$ cat src/lc3b_config.svh
`ifndef LC3B_CONFIG_SVH
`define LC3B_CONFIG_SVH

// Address of the first instruction after reset.
`define LC3B_RESET_PC 16'h0000

// General purpose registers R0 to R7.
`define LC3B_NUM_REGS 8

`endif

$ cat src/lc3b_types.sv
package lc3b_types;

typedef logic [15:0] lc3b_word;
typedef logic [2:0] lc3b_reg;
typedef logic [2:0] lc3b_nzp;

typedef enum logic [3:0] {
	op_br  = 4'b0000,
	op_add = 4'b0001,
	op_and = 4'b0101,
	op_ldr = 4'b0110,
	op_str = 4'b0111,
	op_not = 4'b1001
} lc3b_opcode;

typedef enum logic [1:0] {
	alu_pass,
	alu_add,
	alu_and,
	alu_not
} lc3b_aluop;

typedef struct packed {
	logic valid;
	lc3b_word pc_plus2;
	lc3b_word instr;
} if_id_t;

typedef struct packed {
	logic valid;
	lc3b_opcode opcode;
	lc3b_aluop aluop;
	logic use_imm; // Second ALU operand is imm.
	lc3b_reg sr1;
	lc3b_reg sr2; // SR field for STR.
	lc3b_reg dest;
	logic reg_we;
	logic mem_read;
	logic mem_write;
	lc3b_word sr1_data;
	lc3b_word sr2_data;
	lc3b_word imm; // imm5, offset6 or offset9, sign-extended.
	lc3b_word pc_plus2;
	lc3b_nzp nzp_mask;
} id_ex_t;

typedef struct packed {
	logic valid;
	lc3b_opcode opcode;
	lc3b_reg dest;
	logic reg_we;
	logic mem_read;
	logic mem_write;
	lc3b_word alu_result; // Also the data address for LDR and STR.
	lc3b_word store_data;
	lc3b_word br_target;
	lc3b_nzp nzp_mask;
} ex_mem_t;

typedef struct packed {
	logic valid;
	lc3b_reg dest;
	logic reg_we;
	lc3b_word result;
} mem_wb_t;

endpackage : lc3b_types

$ cat src/pipe_ctrl_if.sv
`timescale 1ns/1ns

interface pipe_ctrl_if import lc3b_types::*; ();

logic advance; // All stage registers load.
logic hold; // Load-use interlock.
logic redirect; // Taken branch in the memory stage.
lc3b_word redirect_pc;

modport fetch (input advance, input hold, input redirect, input redirect_pc);

modport decode (output hold, input advance, input redirect);

modport execute (input advance, input redirect);

modport memory (output advance, output redirect, output redirect_pc);

endinterface : pipe_ctrl_if

$ cat src/decode_stage.sv
`timescale 1ns/1ns
`include "lc3b_config.svh"

module decode_stage import lc3b_types::*; (
	input logic clk,
	input logic arst_n,
	pipe_ctrl_if.decode ctrl,
	input if_id_t if_id,
	input logic wb_we,
	input lc3b_reg wb_dest,
	input lc3b_word wb_data,
	output id_ex_t id_ex
);

lc3b_word regfile [`LC3B_NUM_REGS];
lc3b_word instr;
lc3b_opcode opcode;
lc3b_reg sr1;
lc3b_reg sr2;
logic use_sr1;
logic use_sr2;
id_ex_t dec;

assign instr = if_id.instr;
assign opcode = lc3b_opcode'(instr[15:12]);
assign sr1 = instr[8:6];
assign sr2 = (opcode == op_str) ? instr[11:9] : instr[2:0]; // Store data comes in on sr2.

always_comb begin
	dec = '0;
	use_sr1 = 1'b0;
	use_sr2 = 1'b0;
	dec.opcode = opcode;
	dec.sr1 = sr1;
	dec.sr2 = sr2;
	dec.dest = instr[11:9];
	dec.nzp_mask = instr[11:9];
	dec.pc_plus2 = if_id.pc_plus2;
	dec.sr1_data = (wb_we && wb_dest == sr1) ? wb_data : regfile[sr1]; // Write-through.
	dec.sr2_data = (wb_we && wb_dest == sr2) ? wb_data : regfile[sr2];
	case (opcode)
		op_add, op_and: begin
			dec.valid = if_id.valid;
			dec.aluop = (opcode == op_add) ? alu_add : alu_and;
			dec.use_imm = instr[5];
			dec.imm = {{11{instr[4]}}, instr[4:0]};
			dec.reg_we = 1'b1;
			use_sr1 = 1'b1;
			use_sr2 = !instr[5];
		end
		op_not: begin
			dec.valid = if_id.valid;
			dec.aluop = alu_not;
			dec.reg_we = 1'b1;
			use_sr1 = 1'b1;
		end
		op_ldr, op_str: begin
			dec.valid = if_id.valid;
			dec.aluop = alu_add;
			dec.use_imm = 1'b1;
			dec.imm = {{10{instr[5]}}, instr[5:0]};
			dec.reg_we = (opcode == op_ldr);
			dec.mem_read = (opcode == op_ldr);
			dec.mem_write = (opcode == op_str);
			use_sr1 = 1'b1;
			use_sr2 = (opcode == op_str);
		end
		op_br: begin
			dec.valid = if_id.valid;
			dec.imm = {{7{instr[8]}}, instr[8:0]};
		end
		default: dec.valid = 1'b0; // Unsupported opcodes go down as bubbles.
	endcase
end

// A load one stage ahead cannot forward in time.
assign ctrl.hold = if_id.valid && id_ex.valid && id_ex.mem_read &&
	((use_sr1 && id_ex.dest == sr1) || (use_sr2 && id_ex.dest == sr2));

always_ff @(posedge clk) begin
	if (wb_we) begin
		regfile[wb_dest] <= wb_data;
	end
end

always_ff @(posedge clk or negedge arst_n) begin
	if (!arst_n) begin
		id_ex <= '0;
	end else if (ctrl.advance) begin
		if (ctrl.redirect || ctrl.hold) begin
			id_ex <= '0;
		end else begin
			id_ex <= dec;
		end
	end
end

endmodule : decode_stage

$ cat src/execute_stage.sv
`timescale 1ns/1ns

module execute_stage import lc3b_types::*; (
	input logic clk,
	input logic arst_n,
	pipe_ctrl_if.execute ctrl,
	input id_ex_t id_ex,
	input logic wb_we,
	input lc3b_reg wb_dest,
	input lc3b_word wb_data,
	output ex_mem_t ex_mem
);

lc3b_word src1;
lc3b_word src2;
lc3b_word opb;
lc3b_word alu_out;
lc3b_word br_target;

// Newest producer wins. A load in EX/MEM has no data yet.
function automatic lc3b_word pick_src(
	input lc3b_reg sr,
	input lc3b_word decoded,
	input ex_mem_t older,
	input logic wr_en,
	input lc3b_reg wr_dest,
	input lc3b_word wr_data
);
	if (older.valid && older.reg_we && !older.mem_read && older.dest == sr) begin
		return older.alu_result;
	end
	if (wr_en && wr_dest == sr) begin
		return wr_data;
	end
	return decoded;
endfunction

assign src1 = pick_src(id_ex.sr1, id_ex.sr1_data, ex_mem, wb_we, wb_dest, wb_data);
assign src2 = pick_src(id_ex.sr2, id_ex.sr2_data, ex_mem, wb_we, wb_dest, wb_data);

assign opb = (id_ex.mem_read || id_ex.mem_write) ? {id_ex.imm[14:0], 1'b0} :
	id_ex.use_imm ? id_ex.imm : src2;

always_comb begin
	case (id_ex.aluop)
		alu_add: alu_out = src1 + opb;
		alu_and: alu_out = src1 & opb;
		alu_not: alu_out = ~src1;
		default: alu_out = src1;
	endcase
end

assign br_target = id_ex.pc_plus2 + {id_ex.imm[14:0], 1'b0}; // offset9 in words.

always_ff @(posedge clk or negedge arst_n) begin
	if (!arst_n) begin
		ex_mem <= '0;
	end else if (ctrl.advance) begin
		if (ctrl.redirect) begin
			ex_mem <= '0;
		end else begin
			ex_mem <= '{valid: id_ex.valid, opcode: id_ex.opcode, dest: id_ex.dest,
				reg_we: id_ex.reg_we, mem_read: id_ex.mem_read, mem_write: id_ex.mem_write,
				alu_result: alu_out, store_data: src2, br_target: br_target,
				nzp_mask: id_ex.nzp_mask};
		end
	end
end

endmodule : execute_stage

$ cat src/fetch_stage.sv
`timescale 1ns/1ns
`include "lc3b_config.svh"

module fetch_stage import lc3b_types::*; (
	input logic clk,
	input logic arst_n,
	pipe_ctrl_if.fetch ctrl,
	input lc3b_word imem_rdata,
	input logic imem_resp,
	output lc3b_word imem_address,
	output logic imem_cyc,
	output logic imem_stb,
	output if_id_t if_id
);

lc3b_word pc;
lc3b_word pc_plus2;
logic req;

assign pc_plus2 = pc + 16'd2;
assign imem_address = pc;
assign imem_cyc = req;
assign imem_stb = req;

always_ff @(posedge clk or negedge arst_n) begin
	if (!arst_n) begin
		req <= 1'b0;
	end else begin
		// A response the frozen pipeline cannot take ends the access, then it is retried.
		req <= !(imem_resp && !ctrl.advance);
	end
end

always_ff @(posedge clk or negedge arst_n) begin
	if (!arst_n) begin
		pc <= `LC3B_RESET_PC;
		if_id <= '0;
	end else if (ctrl.advance) begin
		if (ctrl.redirect) begin
			pc <= ctrl.redirect_pc;
			if_id <= '0; // Drop the word behind the branch.
		end else if (!ctrl.hold) begin
			pc <= pc_plus2;
			if_id <= '{valid: 1'b1, pc_plus2: pc_plus2, instr: imem_rdata};
		end
		// On hold the dependent word stays in IF/ID and pc is fetched again.
	end
end

endmodule : fetch_stage

$ cat src/lc3b_pipeline.sv
`timescale 1ns/1ns

module lc3b_pipeline import lc3b_types::*; (
	input logic clk,
	input logic arst_n,

	input lc3b_word imem_rdata,
	input logic imem_resp,
	output lc3b_word imem_address,
	output logic imem_cyc,
	output logic imem_stb,

	input lc3b_word dmem_rdata,
	input logic dmem_resp,
	output lc3b_word dmem_address,
	output lc3b_word dmem_wdata,
	output logic dmem_write,
	output logic dmem_cyc,
	output logic dmem_stb
);

if_id_t if_id;
id_ex_t id_ex;
ex_mem_t ex_mem;
logic wb_we;
lc3b_reg wb_dest;
lc3b_word wb_data;

pipe_ctrl_if u_ctrl ();

fetch_stage u_fetch (
	.clk(clk),
	.arst_n(arst_n),
	.ctrl(u_ctrl),
	.imem_rdata(imem_rdata),
	.imem_resp(imem_resp),
	.imem_address(imem_address),
	.imem_cyc(imem_cyc),
	.imem_stb(imem_stb),
	.if_id(if_id)
);

decode_stage u_decode (
	.clk(clk),
	.arst_n(arst_n),
	.ctrl(u_ctrl),
	.if_id(if_id),
	.wb_we(wb_we),
	.wb_dest(wb_dest),
	.wb_data(wb_data),
	.id_ex(id_ex)
);

execute_stage u_execute (
	.clk(clk),
	.arst_n(arst_n),
	.ctrl(u_ctrl),
	.id_ex(id_ex),
	.wb_we(wb_we),
	.wb_dest(wb_dest),
	.wb_data(wb_data),
	.ex_mem(ex_mem)
);

memory_stage u_memory (
	.clk(clk),
	.arst_n(arst_n),
	.ctrl(u_ctrl),
	.imem_resp(imem_resp),
	.ex_mem(ex_mem),
	.dmem_rdata(dmem_rdata),
	.dmem_resp(dmem_resp),
	.dmem_address(dmem_address),
	.dmem_wdata(dmem_wdata),
	.dmem_write(dmem_write),
	.dmem_cyc(dmem_cyc),
	.dmem_stb(dmem_stb),
	.wb_we(wb_we),
	.wb_dest(wb_dest),
	.wb_data(wb_data)
);

endmodule : lc3b_pipeline

$ cat src/memory_stage.sv
`timescale 1ns/1ns

module memory_stage import lc3b_types::*; (
	input logic clk,
	input logic arst_n,
	pipe_ctrl_if.memory ctrl,
	input logic imem_resp,
	input ex_mem_t ex_mem,
	input lc3b_word dmem_rdata,
	input logic dmem_resp,
	output lc3b_word dmem_address,
	output lc3b_word dmem_wdata,
	output logic dmem_write,
	output logic dmem_cyc,
	output logic dmem_stb,
	output logic wb_we,
	output lc3b_reg wb_dest,
	output lc3b_word wb_data
);

typedef enum logic [1:0] {st_idle, st_wait, st_done} dmem_state_t;

dmem_state_t state;
logic need_access;
logic busy;
lc3b_word load_data;
lc3b_word result;
lc3b_nzp nzp;
lc3b_nzp nzp_next;
mem_wb_t mem_wb;

assign need_access = ex_mem.valid && (ex_mem.mem_read || ex_mem.mem_write);
assign busy = (state == st_idle && need_access) || state == st_wait; // Up on entry.
assign dmem_cyc = busy;
assign dmem_stb = busy;
assign dmem_write = busy && ex_mem.mem_write;
assign dmem_address = ex_mem.alu_result;
assign dmem_wdata = ex_mem.store_data;

assign ctrl.advance = imem_resp && !busy;

always_ff @(posedge clk or negedge arst_n) begin
	if (!arst_n) begin
		state <= st_idle;
	end else begin
		case (state)
			st_idle: if (need_access) state <= dmem_resp ? st_done : st_wait;
			st_wait: if (dmem_resp) state <= st_done;
			st_done: if (ctrl.advance) state <= st_idle; // Wait here for the fetch side.
			default: state <= st_idle;
		endcase
	end
end

always_ff @(posedge clk) begin
	if (busy && dmem_resp) begin
		load_data <= dmem_rdata;
	end
end

assign result = ex_mem.mem_read ? load_data : ex_mem.alu_result;
assign nzp_next = result[15] ? 3'b100 : (result == 16'h0000) ? 3'b010 : 3'b001;

assign ctrl.redirect = ex_mem.valid && ex_mem.opcode == op_br && |(ex_mem.nzp_mask & nzp);
assign ctrl.redirect_pc = ex_mem.br_target;

always_ff @(posedge clk or negedge arst_n) begin
	if (!arst_n) begin
		nzp <= '0;
		mem_wb <= '0;
	end else if (ctrl.advance) begin
		if (ex_mem.valid && ex_mem.reg_we) begin
			nzp <= nzp_next;
		end
		mem_wb <= '{valid: ex_mem.valid, dest: ex_mem.dest, reg_we: ex_mem.reg_we,
			result: result};
	end
end

assign wb_we = mem_wb.valid && mem_wb.reg_we;
assign wb_dest = mem_wb.dest;
assign wb_data = mem_wb.result;

endmodule : memory_stage

$ cat config.mk
export PLATFORM = sky130hd
export DESIGN_NAME = lc3b_pipeline
export DESIGN_NICKNAME = d
export VERILOG_FILES = /design/src/lc3b_types.sv /design/src/pipe_ctrl_if.sv /design/src/decode_stage.sv /design/src/execute_stage.sv /design/src/fetch_stage.sv /design/src/lc3b_pipeline.sv /design/src/memory_stage.sv
export VERILOG_INCLUDE_DIRS = /design/src
export SDC_FILE = /design/constraint.sdc
export NUM_CORES = 1
export LEC_CHECK = 0
export BUFFER_PORTS_ARGS = -buffer_cell sky130_fd_sc_hd__clkbuf_2
export CAP_MARGIN = 10
export CORE_UTILIZATION = 50
export DETAILED_ROUTE_END_ITERATION = 8
export PLACE_DENSITY = 0.67
export SYNTH_ARGS = -nofsm -noshare
export SYNTH_HDL_FRONTEND = slang
export SYNTH_SLANG_ARGS = --single-unit
$ cat constraint.sdc
create_clock -name clk -period 4.7 [get_ports clk]
set_input_delay 0.94 -clock clk [delete_from_list [all_inputs] [get_ports clk]]
set_output_delay 0.94 -clock clk [all_outputs]
set_load 0.02 [all_outputs]
==> metrics.yaml, run 1 <==
cp-start-kind: "flop"
grt_overflow: 0
synth_area_um2: 18640
nFillCells: 3089
synth-edff-count: 144
maxSlewViolCount: 0
path_cells: "buf_4 > xor2_1 > or4_1 > nand2_1 > and3_1 > nor2_1 > ha_1 > fa_1 > a21oi_1 > o211ai_1 > a31oi_1 > nor2_1 > xor2_1 > a221o_1"
drive_gt1_frac: 0.1514
slew-limit-headroom: 0.2067
ys_seq_area_frac: 0.5165
critPathTopFamily: "compound AO/OA/AOI/OAI gates"
met2_wirelength_mm: 24.52
synth_area_leaders: "dfrtp_1 28%, edfxtp_1 23%, mux2i_1 6.7%, mux4_2 3.9%, nand2_1 3.6%"
synth_top_area_frac: 0.2845
syn_area_per_cell_um2: 11.21
fin_crit_sh: 0.8568
met3_length_mm: 3.962
seqPwrFrac: 0.393
hold_class: "in -> async"
drc_errors: 0
r2r_setup_slack_ns: 0.67
required_ns: 5.15
crit_path_end_kind: "flop"
hpwlAfterDp_mm: 35.47
cts_buffers: 39
path_class: "reg -> reg"
hold_violations: 0
rsz0062_at_grt: "no"
grt_pass1_vias: 13912
power_mw: 13.56
cts_buffer_depth: 3
core_area_um2: 36610
top_layer_used: "met4"
synth_seq_cells: 356
synthTopCellsByCount: "212 x dfrtp_1, 179 x nand2_1, 144 x edfxtp_1"
ys.flop_type: "dfrtp_1"
dr.pass1.iters: 5
synth_cell_type_count: 80
skew_ns: 0.03570
io_buffers: 88
layout.nets: 1758
power.switching_mw: 5.576
cts_resized: 0
clk_pin_slew_ns: 0.06
vias_per_cell: 6.480
grtUsageTotal: 0.2832
crit_fanout: 11
p_per_area_nw_per_um2: 658.7
cts_sinks: 356
num_rows: 70
tightest_slew_ns: 1.185
wl_per_cell_um: 24.43
vias: 14158
cpPeakStageDelay_ns: 0.60
syn_nets: 1732
clockRootBuffer: "clkbuf_16"
gp_congestion: 0.9369
synth_top_cell_by_area: "dfrtp_1"
die-width_um: 195.1
final.setup.tns_ns: 0
cts_setup_buffers: 0
ir_drop_mv: 0.3537
setup_viol: 0
fin_util: 0.5624
antenna_cells: 0
drt_iter0_markers: 1292
cp_slowest_cell: "or4_1"
cp.buffers_inverters: 1
clkPwrFrac: 0.219
p_sw_frac: 0.4112
drt_wl_total_mm: 53.37
htreeDepth: 2
synth.most_common_cell: "dfrtp_1"
grt_pass1_wl_mm: 82.50
start_util: 0.5093
maxCapViolations: 0
area_delta_synth_final_pct: 10.44
worst_hold_slack_ns: 0.4728
grt_max_degree: 121
clk_latency_ns: 0.57
antenna_left: 0
async_reset_ff_frac: 0.5955
synthCells: 1663
comb_power_share: 0.388
antenna_found_initial: 0
max_freq_mhz: 248.3
cts_tree: "done"
dieArea_um2: 38060
outcome: "completed"
synth_warnings: 0
die_h_um: 195.1
met1_length_mm: 22.82
io_pins: 89
fin_crit_ns: 4.027
arrival_ns: 4.48
p_leak_nw: 8.513
p_int_mw: 7.986
cts_hold_buf: 0
routing by layer:
| layer | vias to the layer above | global-route usage |
|---|---|---|
| met5 | - | 0 |
| met4 | 0 | 0.1181 |
| met3 | 126 | 0.04853 |
| met2 | 606 | 0.4411 |
| met1 | 7111 | 0.3932 |
| li1 | 6315 | - |
state kept, by name, indices dropped and copies added, names as in the netlist, 3 cells and up:
register,cells
u_memory.wb_data,16
u_execute.ex_mem,59
u_decode.id_ex,77
u_memory.load_data,16
u_memory.wb_dest,3
u_memory.nzp,3
u_decode.regfile,128
u_fetch.if_id,33
u_fetch.imem_address,16
through the flow:
step / cells / cell area, um2 / setup slack, ns
5_1_grt: 2185 / 20590 / 0.4470
3_5_place_dp: 2116 / 19360 / 0.7119
3_3_place_gp: 2116 / 19360 / 0.7465
6_report: 2185 / 20590 / 0.6731
4_1_cts: 2185 / 20590 / 0.7066
2_1_floorplan: 1663 / 18640 / 0.6968
power by group through the flow:
stage	combinational (mW)	clock, mW	sequential [mW]
floorplan	4.10	0	4.82
global placement	5.11	0	5.33
detailed placement	5.20	0	5.35
CTS	5.23	3.02	5.30
global route	5.77	3.14	5.41
finish	5.26	2.98	5.33
cell families (layout without fill, tap and decap cells):
logic type / count (synthesis) / count (layout) / share of synthesized area
XOR/XNOR: 52 / 52 / 0.02443
buffers and inverters: 162 / 216 / 0.04537
AND/OR/NAND/NOR: 409 / 409 / 0.1015
multiplexers: 169 / 169 / 0.1138
adder cells (fa/ha/maj): 33 / 33 / 0.02295
flip-flops: 356 / 356 / 0.5165
AO/OA/AOI/OAI: 482 / 482 / 0.1756
path summary, 6_finish.rpt:
path                                       from                    to  cells past startpoint
setup / recovery            u_memory.wb_dest[2]  u_execute.ex_mem[45]                     14
hold / removal                           arst_n  u_execute.ex_mem[44]                      1
setup reg to reg            u_memory.wb_dest[2]  u_execute.ex_mem[45]                     14
hold reg to reg            u_execute.ex_mem[30]  u_execute.ex_mem[30]                      2
max in group asynchronous                arst_n     u_fetch.if_id[12]                      2
min in group clk           u_execute.ex_mem[30]  u_execute.ex_mem[30]                      2
cell usage in the layout, fill, tap and decap left out, drive strengths merged, types with 7 or more instances in the layout:
| master | n |
|---|---|
| o21ai | 133 |
| a22o | 73 |
| edfxtp | 144 |
| nand4 | 10 |
| nand2b | 9 |
| clkbuf | 141 |
| a211oi | 10 |
| nor4 | 14 |
| a311oi | 7 |
| dfrtp | 212 |
| mux4 | 32 |
| nor3 | 29 |
| xnor2 | 17 |
| clkinv | 13 |
| a21oi | 70 |
| mux2 | 10 |
| a31oi | 12 |
| o22ai | 36 |
| inv | 15 |
| o31ai | 19 |
| buf | 44 |
| nor2 | 91 |
| ha | 31 |
| nor3b | 8 |
| xor2 | 35 |
| o211ai | 20 |
| nand3 | 23 |
| o311ai | 13 |
| o21a | 12 |
| nand2 | 179 |
| a21o | 12 |
| mux2i | 127 |
| and3 | 12 |
worst reg2reg max path: stages, from the launching register on:
cell and delay, ns:
dfrtp_1 0.39, buf_4 0.19, xor2_1 0.24, or4_1 0.60, nand2_1 0.09, and3_1 0.21, nor2_1 0.06, ha_1 0.25
fa_1 0.49, a21oi_1 0.26, o211ai_1 0.18, a31oi_1 0.41, nor2_1 0.11, xor2_1 0.16, a221o_1 0.29
area by class of cell:
cell class / instances / area [um2] / share of cell area
clock inverters: 15 / 117.6 / 0.005712
multi-input cells: 1145 / 8259 / 0.4011
inverters: 16 / 60.06 / 0.002917
flip-flops and latches: 356 / 9630 / 0.4677
clock buffers: 54 / 1114 / 0.05408
well taps: 468 / 585.6 / 0.02844
repair buffers: 131 / 823.3 / 0.03999
(Power assumes the default switching activity.)
==> run 2, diff against run 1 <==
--- a/config.mk
+++ b/config.mk
@@ -10,7 +10,7 @@
 export CAP_MARGIN = 10
 export CORE_UTILIZATION = 50
 export DETAILED_ROUTE_END_ITERATION = 8
-export PLACE_DENSITY = 0.67
+export PLACE_DENSITY = 0.7
 export SYNTH_ARGS = -nofsm -noshare
 export SYNTH_HDL_FRONTEND = slang
 export SYNTH_SLANG_ARGS = --single-unit
==> constraint.sdc (replaced) <==
create_clock -name clk -period 3.4 [get_ports clk]
set_input_delay 0.68 -clock clk [delete_from_list [all_inputs] [get_ports clk]]
set_output_delay 0.68 -clock clk [all_outputs]
set_load 0.02 [all_outputs]
==> run 2 against run 1 <==
The flow now finishes with violations (setup timing); non-clock buffer count is 135 higher; combinational power is 78% higher; core utilization is 3.7 points higher; routed wire length is 3.3% higher; first-iteration DRC count is 15% higher; register-to-register slack worse by 0.93 ns; critical path type unchanged; critical endpoint unchanged; highest routed layer unchanged.
==> metrics.yaml, run 2 (synthesis gave the netlist of run 1 again) <==
cpPeakStageDelay_ns: 0.41  # -0.19 ns
reg_top3: "u_decode.regfile (128), u_decode.id_ex (77), u_execute.ex_mem (59)"
cts_hold_buf: 0  # unchanged
final_cells: 2325  # +6.4%
area_delta_synth_final_pct: 17.67
p_per_area_nw_per_um2: 943.6  # +43%
gp_congestion: 0.9222  # -1.6%
grt_pass1_wl_mm: 85.64  # +3.8%
cp_slowest_cell: "dfrtp_1"
wl_per_cell_um: 23.72  # -2.9%
nFillCells: 2965  # -4.0%
dieArea_um2: 38060  # unchanged
io_pins: 89  # unchanged
grtUsageTotal: 0.2920  # +0.008754
grt_overflow: 0  # unchanged
fin_crit_sh: 1.075  # +0.2182
violations: "setup timing"
htreeDepth: 2  # unchanged
skew_ns: 0.01418  # -0.02152 ns
seqPwrFrac: 0.339  # -0.054
drive_gt1_frac: 0.2283  # +0.07690
num_rows: 70  # unchanged
dr.pass1.iters: 6  # +1
antenna_found_initial: 0  # unchanged
antenna_left: 0  # unchanged
clk_pin_slew_ns: 0.06  # about the same
tightest_slew_ns: 1.186  # +0.0008436 ns
power.switching_mw: 8.256  # +48%
slew-limit-headroom: 0.2061  # -0.0005650
cts_buffers: 40  # +2.6%
antenna_cells: 0  # unchanged
power_mw: 20.70  # +53%
core_area_um2: 36610  # unchanged
final_common_cell: "dfrtp_1"
clkPwrFrac: 0.209  # -0.010
hold_class: "in -> async"
crit_fanout: 9  # -2
fin_crit_ns: 3.655  # -0.3718 ns
clockRootBuffer: "clkbuf_16"
clk_latency_ns: 0.57  # about the same
postPlaceCellArea_um2: 20430  # +5.5%
p_sw_frac: 0.3988  # -0.01232
outcome: "finished with violations"
layout_common_cells: "211 x dfrtp_1, 179 x nand2_1, 168 x buf_4"
max_freq_mhz: 273.6  # +10%
grt_max_degree: 115  # -5.0%
vias: 14744  # +4.1%
layout.nets: 1894  # +7.7%
io_buffers: 88  # unchanged
vias_per_cell: 6.342  # -2.1%
drc_errors: 0  # unchanged
path_class: "reg -> reg"
path_cells: "xor2_2 > nor4_4 > buf_12 > mux2_2 > mux2i_2 > o211ai_1 > o21a_1 > ha_1 > a21o_1 > or3_1 > a31oi_4 > nor2_2 > xor2_1 > a221o_1"
maxSlewViolCount: 0  # unchanged
cts_tree: "done"
required_ns: 3.85  # -1.30 ns
cts_buffer_depth: 3  # unchanged
largest-register: "u_decode.regfile"
hold_violations: 0  # unchanged
p_leak_nw: 9.240  # +8.5%
cp.buffers_inverters: 1  # unchanged
dp_cells: 2246  # +6.1%
drt_iter0_markers: 1481  # +15%
critPathTopFamily: "compound AO/OA/AOI/OAI gates"
final_area_um2: 21940  # +6.6%
hpwlAfterDp_mm: 37.56  # +5.9%
multi_input_area_um2: 8457  # +2.4%
start_util: 0.5093  # unchanged
arrival_ns: 4.10  # -0.38 ns
comb_power_share: 0.452  # +0.064
setup_viol: 9  # +9
worst_hold_slack_ns: 0.05618  # -0.4166 ns
ir_drop_mv: 0.5536  # +57%
p_int_mw: 12.44  # +56%
largest_reg_flops: 128  # unchanged
crit_path_end_kind: "flop"
die-width_um: 195.1  # unchanged
drt_wl_total_mm: 55.15  # +3.3%
die_h_um: 195.1  # unchanged
grt_pass1_vias: 14611  # +5.0%
cp-start-kind: "flop"
fin_ws_ns: -0.2551  # -0.9282 ns
cts_sinks: 356  # unchanged
maxCapViolations: 0  # unchanged
seqCellArea_um2: 9630  # unchanged
rsz0062_at_grt: "yes"
[run 2: worst paths after layout]
| check | from | slack [ns] | to | cells after the start |
|---|---|---|---|---|
| max in group asynchronous | arst_n | 2.49 | u_fetch.if_id[6] | 2 |
| worst min register to register | u_fetch.if_id[31] | 0.48 | u_fetch.if_id[31] | 1 |
| worst max-delay path | u_decode.id_ex[75] | -0.26 | u_execute.ex_mem[45] | 14 |
| worst min-delay path | arst_n | 0.06 | u_execute.ex_mem[27] | 1 |
| min in group clk | dmem_resp | 0.29 | u_memory.state[0] | 2 |
| worst max register to register | u_decode.id_ex[75] | -0.26 | u_execute.ex_mem[45] | 14 |
[run 2: what timing repair did]
| action | in CTS | in global routing |
|---|---|---|
| pin swaps | 2 | 2 |
| buffers inserted | 3 | 2 |
| hold endpoints to repair | 0 | 0 |
| endpoints found under the setup margin | 10 | 11 |
| resized for setup | 13 | 18 |
[run 2: metrics by stage]
| step | worst slack [ns] | setup TNS [ns] | util |
|---|---|---|---|
| 6_report | -0.2551 | -1.457 | 0.5992 |
| 2_1_floorplan | -0.1909 | -0.5654 | - |
| 4_1_cts | -0.2429 | -1.249 | 0.5961 |
| 3_3_place_gp | -0.2323 | -1.250 | 0.5580 |
| 3_5_place_dp | -0.2933 | -1.688 | 0.5580 |
| 5_1_grt | -0.4047 | -2.852 | 0.5992 |
[run 2: area by class of cell]
type / count / area share
clock buffers: 59 / 0.05213
clock inverters: 15 / 0.007243
inverters: 16 / 0.002738
multi-input cells: 1145 / 0.3855
flip-flops and latches: 356 / 0.4390
well taps: 468 / 0.02669
repair buffers: 266 / 0.08675
[run 2: power by group through the flow]
stage	logic (mW)	clock network, mW	registers [mW]
floorplan	5.73	0	6.66
global placement	8.66	0	7.02
detailed placement	8.79	0	7.03
CTS	9.07	4.40	6.97
global route	10.1	4.56	7.12
finish	9.35	4.33	7.02
[run 2: routing by layer]
| metal | up-vias | share of wire | global-route usage |
|---|---|---|---|
| li1 | 6577 | - | - |
| met1 | 7409 | 0.42 | 0.4031 |
| met2 | 649 | 0.47 | 0.4677 |
| met3 | 109 | 0.078 | 0.04680 |
| met4 | 0 | 0.032 | 0.1041 |
| met5 | - | 0 | 0 |
